===== config.mk =====
export PLATFORM = sky130hd
export DESIGN_NAME = branch_core
export DESIGN_NICKNAME = d
export VERILOG_FILES = /design/src/rtl/defines.sv /design/src/rtl/branch_core.sv /design/src/rtl/pc_adder.sv /design/src/rtl/pc_stage.sv /design/src/rtl/regfile.sv
export SDC_FILE = /design/constraint.sdc
export NUM_CORES = 2
export LEC_CHECK = 0
export BUFFER_PORTS_ARGS = -buffer_cell sky130_fd_sc_hd__buf_2
export CORE_MARGIN = 3
export CORE_UTILIZATION = 59
export CTS_BUF_LIST = sky130_fd_sc_hd__clkbuf_2 sky130_fd_sc_hd__clkbuf_4 sky130_fd_sc_hd__clkbuf_8
export CTS_CLUSTER_SIZE = 8
export DETAILED_ROUTE_END_ITERATION = 16
export GPL_ROUTABILITY_DRIVEN = 0
export PLACE_DENSITY = 0.91
export SKIP_CTS_REPAIR_TIMING = 1
export SLEW_MARGIN = 5
export SYNTH_ARGS = -nofsm -noshare
export SYNTH_HDL_FRONTEND = slang
export SYNTH_SLANG_ARGS = --single-unit

===== constraint.sdc =====
create_clock -name clk -period 5.7 [get_ports clk]
set_clock_uncertainty 0.1 [all_clocks]
set_input_delay 1.71 -clock clk [delete_from_list [all_inputs] [get_ports clk]]
set_output_delay 1.71 -clock clk [all_outputs]
set_load 0.02 [all_outputs]

===== src/rtl/defines.sv =====
package defines;

	// core width, fixed at RV32
	localparam int XLEN = 32;

	// architectural register count and index width
	localparam int NUM_REGS  = 32;
	localparam int REG_IDX_W = 5;

	typedef logic [XLEN-1:0]      data_t;     // register values, pc values and targets
	typedef logic [REG_IDX_W-1:0] reg_idx_t;
	typedef logic [6:0]           opcode_t;
	typedef logic [2:0]           funct3_t;
	typedef logic [6:0]           funct7_t;

	// pc after reset
	localparam data_t RESET_VECTOR = 32'h0000_1000;

	// sequential step between instructions
	localparam data_t PC_STEP = 32'd4;

	// control flow opcodes
	localparam opcode_t B    = 7'b1100011;
	localparam opcode_t JAL  = 7'b1101111;
	localparam opcode_t JALR = 7'b1100111;

	// branch conditions in funct3
	localparam funct3_t BEQ  = 3'd0;
	localparam funct3_t BNE  = 3'd1;
	localparam funct3_t BLT  = 3'd4;
	localparam funct3_t BGE  = 3'd5;
	localparam funct3_t BLTU = 3'd6;
	localparam funct3_t BGEU = 3'd7;

	// R-type field view, msb first
	typedef struct packed {
		funct7_t  funct7;  // [31:25]
		reg_idx_t rs2;     // [24:20]
		reg_idx_t rs1;     // [19:15]
		funct3_t  funct3;  // [14:12]
		reg_idx_t rd;      // [11:7]
		opcode_t  opcode;  // [6:0]
	} instr_t;

	// one register file write request
	typedef struct packed {
		logic     en;
		reg_idx_t rd;
		data_t    data;
	} reg_wr_t;

	// B-type immediate, counted in halfwords so bit 0 is always zero
	function automatic data_t get_imm(instr_t ins);
		logic [31:0] w;
		w = ins;
		return {
			{(XLEN-12){w[31]}},  // imm[31:12]
			w[7],                // imm[11]
			w[30:25],            // imm[10:5]
			w[11:8],             // imm[4:1]
			1'b0
		};
	endfunction

	// J-type immediate for jal
	function automatic data_t get_j_imm(instr_t ins);
		logic [31:0] w;
		w = ins;
		return {
			{(XLEN-20){w[31]}},  // imm[31:20]
			w[19:12],            // imm[19:12]
			w[20],               // imm[11]
			w[30:21],            // imm[10:1]
			1'b0
		};
	endfunction

	// I-type immediate for jalr, byte granular
	function automatic data_t get_i_imm(instr_t ins);
		logic [31:0] w;
		w = ins;
		return {
			{(XLEN-12){w[31]}},
			w[31:20]
		};
	endfunction

endpackage


===== src/rtl/branch_core.sv =====
`timescale 1ns/100ps

module branch_core (
	input  logic             clk,
	input  logic             arst_n,

	input  logic             instr_valid,
	input  defines::instr_t  instr,
	input  defines::reg_wr_t ext_wr,

	output defines::data_t   pc,
	output logic             redirect
);

	import defines::*;

	// source operands at rs1 and rs2 of instr
	data_t rs1_data;
	data_t rs2_data;

	// target and select from the adder
	data_t pc_bj;
	logic  pc_sel;

	// arbitrated write into the register file
	reg_wr_t rf_wr;

	regfile u_regfile (
		.clk      (clk),
		.arst_n   (arst_n),
		.rs1_idx  (instr.rs1),
		.rs2_idx  (instr.rs2),
		.rs1_data (rs1_data),
		.rs2_data (rs2_data),
		.wr       (rf_wr)
	);

	pc_adder u_pc_adder (
		.instr  (instr),
		.pc     (pc),
		.rs1    (rs1_data),
		.rs2    (rs2_data),
		.pc_bj  (pc_bj),
		.pc_sel (pc_sel)
	);

	pc_stage u_pc_stage (
		.clk         (clk),
		.arst_n      (arst_n),
		.instr_valid (instr_valid),
		.instr       (instr),
		.pc_sel      (pc_sel),
		.pc_bj       (pc_bj),
		.ext_wr      (ext_wr),
		.pc          (pc),
		.redirect    (redirect),
		.rf_wr       (rf_wr)
	);

endmodule


===== src/rtl/pc_adder.sv =====
`timescale 1ns/100ps

module pc_adder (
	input  defines::instr_t instr,
	input  defines::data_t  pc,
	input  defines::data_t  rs1,
	input  defines::data_t  rs2,

	output defines::data_t  pc_bj,   // branch or jump target
	output logic            pc_sel   // 1 takes pc_bj, 0 falls through to pc + 4
);

	import defines::*;

	opcode_t opcode;
	funct3_t funct3;

	logic is_branch;
	logic is_jal;
	logic is_jalr;

	// rs2 - rs1 one bit wider so the borrow survives
	logic [XLEN:0] diff_unsign;
	logic [XLEN:0] diff_sign;

	logic beq_take;
	logic bne_take;
	logic blt_take;
	logic bge_take;
	logic bltu_take;
	logic bgeu_take;

	logic cond_hit;
	logic branch_taken;

	data_t base;
	data_t imm;
	data_t sum;

	assign opcode = instr.opcode;
	assign funct3 = instr.funct3;

	assign is_branch = (opcode == B);
	assign is_jal    = (opcode == JAL);
	assign is_jalr   = (opcode == JALR);

	assign diff_unsign = {1'b0, rs2} - {1'b0, rs1};
	assign diff_sign   = {rs2[XLEN-1], rs2} - {rs1[XLEN-1], rs1};  // cannot overflow

	assign beq_take  = (diff_unsign == '0);
	assign bne_take  = ~beq_take;
	assign blt_take  = ~diff_sign[XLEN] & ~beq_take;    // rs2 - rs1 > 0
	assign bltu_take = ~diff_unsign[XLEN] & ~beq_take;  // no borrow and nonzero
	assign bge_take  = ~blt_take;
	assign bgeu_take = ~bltu_take;

	always_comb begin
		case (funct3)
			BEQ:     cond_hit = beq_take;
			BNE:     cond_hit = bne_take;
			BLT:     cond_hit = blt_take;
			BGE:     cond_hit = bge_take;
			BLTU:    cond_hit = bltu_take;
			BGEU:    cond_hit = bgeu_take;
			default: cond_hit = 1'b0;  // funct3 2 and 3 are not branches
		endcase
	end

	assign branch_taken = is_branch & cond_hit;

	// jalr adds to rs1, everything else to pc
	assign base = is_jalr ? rs1 : pc;

	always_comb begin
		if (is_jal)
			imm = get_j_imm(instr);
		else if (is_jalr)
			imm = get_i_imm(instr);
		else
			imm = get_imm(instr);
	end

	assign sum = base + imm;

	// jalr target drops bit 0
	assign pc_bj = is_jalr ? {sum[XLEN-1:1], 1'b0} : sum;

	assign pc_sel = branch_taken | is_jal | is_jalr;

endmodule


===== src/rtl/pc_stage.sv =====
`timescale 1ns/100ps

module pc_stage (
	input  logic             clk,
	input  logic             arst_n,

	input  logic             instr_valid,
	input  defines::instr_t  instr,

	input  logic             pc_sel,
	input  defines::data_t   pc_bj,

	input  defines::reg_wr_t ext_wr,   // write-back from non-control instructions

	output defines::data_t   pc,
	output logic             redirect,
	output defines::reg_wr_t rf_wr
);

	import defines::*;

	data_t pc_plus4;
	data_t pc_next;

	logic is_jump;
	logic link_en;
	logic ext_en;

	reg_wr_t link_wr;

	// shared by fall-through and the link value
	assign pc_plus4 = pc + PC_STEP;

	assign pc_next = pc_sel ? pc_bj : pc_plus4;

	always_ff @(posedge clk or negedge arst_n) begin
		if (!arst_n) begin
			pc <= RESET_VECTOR;
		end else if (instr_valid) begin
			pc <= pc_next;
		end
	end

	// flags the flow change of the instruction just accepted
	always_ff @(posedge clk or negedge arst_n) begin
		if (!arst_n) begin
			redirect <= 1'b0;
		end else begin
			redirect <= instr_valid & pc_sel;  // idle cycle clears it
		end
	end

	assign is_jump = (instr.opcode == JAL) || (instr.opcode == JALR);

	// link lands at the same edge that moves pc
	assign link_en = instr_valid && is_jump && (instr.rd != '0);

	always_comb begin
		link_wr.en   = link_en;
		link_wr.rd   = instr.rd;
		link_wr.data = pc_plus4;
	end

	// x0 writes are dropped here already
	assign ext_en = ext_wr.en && (ext_wr.rd != '0);

	// link write beats the external port
	always_comb begin
		if (link_en) begin
			rf_wr = link_wr;
		end else begin
			rf_wr    = ext_wr;
			rf_wr.en = ext_en;
		end
	end

endmodule


===== src/rtl/regfile.sv =====
`timescale 1ns/100ps

module regfile (
	input  logic              clk,
	input  logic              arst_n,

	input  defines::reg_idx_t rs1_idx,
	input  defines::reg_idx_t rs2_idx,
	output defines::data_t    rs1_data,
	output defines::data_t    rs2_data,

	input  defines::reg_wr_t  wr
);

	import defines::*;

	// x1..x31 only, x0 has no storage
	data_t regs [1:NUM_REGS-1];

	logic wr_hit;

	assign wr_hit = wr.en && (wr.rd != '0);  // writes to x0 vanish

	always_ff @(posedge clk or negedge arst_n) begin
		if (!arst_n) begin
			for (int i = 1; i < NUM_REGS; i++) begin
				regs[i] <= '0;
			end
		end else if (wr_hit) begin
			regs[wr.rd] <= wr.data;
		end
	end

	// asynchronous read, no write bypass
	function automatic data_t read_port(reg_idx_t idx);
		data_t val;
		if (idx == '0)
			val = '0;
		else
			val = regs[idx];
		return val;
	endfunction

	always_comb begin
		rs1_data = read_port(rs1_idx);
	end

	always_comb begin
		rs2_data = read_port(rs2_idx);
	end

endmodule


==> results of run 1 <==
[cell families after synthesis]
logic type | count (synthesis) | share of synthesized area [%]
muxes | 749 | 25.8
adders and majority gates | 66 | 1.47
DFF | 1025 | 44.8
and+or+nand+nor | 1365 | 9.66
AOI/OAI and AO/OA | 1428 | 13.7
xor gates and xnor gates | 64 | 0.979
buffers and inverters | 527 | 3.55
[layer usage]
layer  overflow  track usage, %
met5          8            53.8
met4        112            65.1
met3         60            72.1
met2        182            86.7
met1         34            71.6
[stage by stage]
| stage | setup slack (ns) | instance area (um^2) | util (%) |
|---|---|---|---|
| floorplan | -1.28 | 57900 | - |
| global placement | -2.02 | 63200 | 66.1 |
| detailed placement | -2.20 | 63200 | 66.1 |
| CTS | -1.72 | 66200 | 69.3 |
==> out/results.tsv, run 1 <==
stage	metric	value	unit
synthesis	synth_seq_cells	1025	
synthesis	synth.top_cell.area_share	44.7	%
synthesis	yosysWarningCount	0	
status	stop_stage	global routing	
status	outcome	aborted with a tool error	
floorplan	std_cell_rows	113	
clock_network	cts_buffers	159	
clock_network	root_buffer	clkbuf_8	
floorplan	ios	106	
clock_network	cts.path.max_buffers	3	
status	error	[ERROR GRT-0232] Routing congestion too high. Check the congestion heatmap in the GUI.	
synthesis	async_reset_ff_share	100	%
synthesis	ys_seq_area_share	44.8	%
synthesis	yosys_most_used_dff	dfrtp_1	
synthesis	yosysUniqueCellTypes	87	
floorplan	die_height	318	um
placed_design	dp.cells	6668	
synthesis	yosysMostFrequentCell	nand2_1	
grt	grt_start_max_net_pins	114	
clock_network	htree_levels	4	
floorplan	dieWidth	318	um
synthesis	synth_nets	5363	
grt	track_usage	74.7	%
synthesis	synth_cells	5224	
clock_network	cts_sinks	1025	
synthesis	yosys.area.top_type	dfrtp_1	
sta	endpoint_type	sequential cell input	
placed_design	port-buffer-count	105	
sta	grt-worst-endpoint	u_pc_stage.pc[27]$_DFFE_PN0P_/D	
synthesis	synth_edf_count	0	
grt	grt_remaining_overflow	396	
synthesis	synth_commonest_cells	1,127 x nand2_1, 1,069 x o21ai_0, 1,024 x dfrtp_1	
synthesis	syn_area	57300	um^2
synthesis	ys_top_cells_by_area	dfrtp_1 45%, mux4_2 23%, o21ai_0 9.3%	
placed_design	hpwl	130000	um
floorplan	start_util	59.9	%
synthesis	syn_area_per_cell	11.0	um^2
==> run 2, diff against run 1 <==
--- a/config.mk
+++ b/config.mk
@@ -7,12 +7,10 @@
 export LEC_CHECK = 0
 export BUFFER_PORTS_ARGS = -buffer_cell sky130_fd_sc_hd__buf_2
 export CORE_MARGIN = 3
-export CORE_UTILIZATION = 59
-export CTS_BUF_LIST = sky130_fd_sc_hd__clkbuf_2 sky130_fd_sc_hd__clkbuf_4 sky130_fd_sc_hd__clkbuf_8
-export CTS_CLUSTER_SIZE = 8
+export CORE_UTILIZATION = 40
 export DETAILED_ROUTE_END_ITERATION = 16
 export GPL_ROUTABILITY_DRIVEN = 0
-export PLACE_DENSITY = 0.91
+export PLACE_DENSITY_LB_ADDON = 0.15
 export SKIP_CTS_REPAIR_TIMING = 1
 export SLEW_MARGIN = 5
 export SYNTH_ARGS = -nofsm -noshare
==> constraint.sdc (replaced) <==
create_clock -name clk -period 7.4 [get_ports clk]
set_clock_uncertainty 0.1 [all_clocks]
set_input_delay 2.22 -clock clk [delete_from_list [all_inputs] [get_ports clk]]
set_output_delay 2.22 -clock clk [all_outputs]
set_load 0.02 [all_outputs]
==> out/results.tsv, run 2 <==
stage	metric	value	unit	change
status	outcome	complete, but fails checks		was aborted with a tool error
status	violations	negative setup slack		
sta	hold_viol	0		
sta	setup_slack	-0.145	ns	
clock_network	clk_pin_slew_worst_paths	0.07	ns	
synthesis	yosysMostFrequentCell	nand2_1		unchanged
cells_and_area	layout_common_cells	1,094 x nand2_1, 1,053 x o21ai_0, 1,024 x dfrtp_1		
clock_network	htree_levels	3		was 4
setup_path	worstPathRequired	7.90	ns	
sta	rsz0062_at_grt	true		
synthesis	synth.top_cell.area_share	44.7	%	unchanged
drt	drtIter0Drc	4428		
synthesis	synth_nets	5363		unchanged
drt	wl_met3	14400	um	
grt	antenna_found_initial	4		
pwr	p_sw	6.62	mW	
drt	routed.top_layer	met5		
cells_and_area	drive_gt1_share	30.0	%	
synthesis	syn_area	57300	um^2	unchanged
grt	grt_start_max_net_pins	169		
synthesis	synth_edf_count	0		unchanged
cells_and_area	top_register	u_regfile.regs		
cells_and_area	layout.nets	5686		
sta	slew_viol_final	0		
pwr	p_leak	30.5	nW	
placed_design	hpwl	126000	um	was 130,000 um
floorplan	dieWidth	384	um	was 318 um
cells_and_area	area_delta_synth_final	21.0	%	
setup_path	crit_fanout	10		
synthesis	ys_top_cells_by_area	dfrtp_1 45%, mux4_2 23%, o21ai_0 9.3%		unchanged
flow_run	drv_cap	0		
cells_and_area	n_fill_cell	12900		
pwr	power_per_cell_area	294	nW/um^2	
setup_path	arrival	8.04	ns	
grt	track_usage	27.1	%	
pwr	peakVddDrop	211	uV	
sta	slew_headroom	18.3	%	
setup_path	critPathLaunchType	input pin		
drt	drt_pass1_iterations	5		
setup_path	crit_path_end_kind	flop		
drt	wirelength_met1	90500	um	
drt	met2WireLength	93800	um	
floorplan	ios	106		unchanged
synthesis	yosysUniqueCellTypes	87		unchanged
placed_design	port-buffer-count	105		unchanged
sta	worstMarginPinSlew	1.23	ns	
grt	grt_remaining_overflow	0		
sta	setup_viol	30		
sta	period_share	102	%	
drt	drt_wl_total	205000	um	
grt	grt_pass1_wl	297000	um	
cells_and_area	final_core_util	48.8	%	
sta	period_minus_slack	7.55	ns	
cells_and_area	final_common_cell	nand2_1		
pwr	seq_power_share	37.6	%	
clock_network	cts_tree	done		
drt	vias	44700		
pwr	p_int	13.7	mW	
floorplan	die_height	384	um	was 318 um
synthesis	synth_commonest_cells	1,127 x nand2_1, 1,069 x o21ai_0, 1,024 x dfrtp_1		unchanged
synthesis	syn_area_per_cell	11.0	um^2	unchanged
drt	postRouteAntennaNets	0		
clock_network	cts_buffers	113		was 159
synthesis	async_reset_ff_share	100	%	unchanged
clock_network	cts_sinks	1025		unchanged
sta	max_freq	0.133	GHz	
clock_network	clk_latency	0.75	ns	
cells_and_area	top_regs	u_regfile.regs: 992 flops, u_pc_stage.pc: 32 flops, u_pc_stage.redirect: 1 flops		
worst_hold_path	hold_class	flop to flop		
drt	routedWlPerCell	27.2	um	
clock_network	cts.path.max_buffers	3		unchanged
drt	drt-vias-per-instance	5.94		
synthesis	synth_cells	5224		unchanged
grt	grt_pass1_vias	43200		
pwr	pwr-share-comb	32.5	%	
clock_network	root_buffer	clkbuf_16		was clkbuf_8
pwr	switching_share	32.5	%	
pwr	clkPwrFrac	29.9	%	
floorplan	die_area	148000	um^2	
floorplan	std_cell_rows	138		was 113
cells_and_area	largest_register_ffs	992		
setup_path	path_class	input pin to flop		
synthesis	yosys.area.top_type	dfrtp_1		unchanged
floorplan	start_util	40.3	%	was 59.9%
drt	drc_errors	0		
synthesis	yosys_most_used_dff	dfrtp_1		unchanged
synthesis	yosysWarningCount	0		unchanged
synthesis	ys_seq_area_share	44.8	%	unchanged
floorplan	coreArea	142000	um^2	
placed_design	pre_cts_ws	-1.20	ns	was -2.20 ns
synthesis	synth_seq_cells	1025		unchanged
==> run 2: cell type report <==
class / instances / area, um^2 / share of cell area (%)
flip-flops and latches: 1025 / 25700 / 37.0
inverters: 33 / 124 / 0.179
clock inverters: 41 / 672 / 0.970
diodes: 1 / 2.50 / 0.00361
well taps: 1890 / 2360 / 3.41
clock buffers: 165 / 3320 / 4.78
repair buffers: 702 / 6570 / 9.48
multi-input cells: 3672 / 30600 / 44.2
==> run 2: logic make-up after synthesis <==
logic type | Yosys count | synth area share (%)
adder cells (fa/ha/maj) | 66 | 1.47
flip-flops | 1025 | 44.8
multiplexers | 749 | 25.8
AND/OR/NAND/NOR | 1365 | 9.66
AO/OA/AOI/OAI | 1428 | 13.7
buffers and inverters | 527 | 3.55
XOR/XNOR | 64 | 0.979
==> run 2: worst max-delay path, cell delays in order <==
cell,delay [ns]
buf_16,0.16
buf_12,0.17
clkbuf_16,0.20
buf_16,0.15
mux4_2,0.52
mux4_2,0.51
mux2i_1,0.18
buf_4,0.16
ha_1,0.28
buf_4,0.19
nand2_2,0.09
a21o_1,0.09
o211ai_1,0.21
buf_4,0.23
o41ai_4,0.34
a2111oi_2,0.09
a211o_1,0.35
nor4_4,0.37
buf_4,0.18
mux2_4,0.30
nor3_4,0.19
o22ai_4,0.17
buf_12,0.20
buf_12,0.14
buf_6,0.11
o21ai_2,0.14
a22oi_2,0.07
==> run 2: worst paths after layout <==
check	slack [ns]	cells past startpoint	end	start
setup / recovery	-0.15	27	u_pc_stage.pc[24]	instr[15]
hold / removal	0.39	2	u_regfile.regs[45]	u_regfile.regs[45]
setup reg to reg	1.42	26	u_pc_stage.pc[24]	u_regfile.regs[0]
hold reg to reg	0.39	2	u_regfile.regs[45]	u_regfile.regs[45]
max in group asynchronous	4.20	2	u_regfile.regs[405]	arst_n
min in group asynchronous	1.38	1	u_pc_stage.pc[8]	arst_n
==> run 2: metal layers <==
metal | vias to the layer above | GRT usage [%]
met1 | 23000 | 39.5
met5 | - | 0
met3 | 309 | 4.00
met4 | 2 | 8.00
li1 | 19800 | -
met2 | 1633 | 42.0
==> run 2: power by group through the flow <==
stage,Combinational [mW],Clock [mW],Sequential (mW)
after floorplan,3.89,0,7.47
after global placement,6.00,0,7.68
after detailed placement,6.08,0,7.72
after CTS,6.10,6.19,7.63
after global routing,7.18,6.41,7.81
final,6.61,6.09,7.66
==> run 2: per-stage QoR <==
stage               cells  TNS (ns)  total power [mW]  hold WS [ns]  area, um^2
floorplan            5224    -0.605              11.4         0.361       57900
detailed placement   7208    -35.99              13.8         0.384       63000
finish               7529     -2.67              20.4         0.394       69300
CTS                  7414     -8.99              19.9         0.397       67000
global route         7528     -5.25              21.4         0.422       69300
global placement     7208    -34.03              13.7         0.373       63000
Power figures use the tool's default switching activity.
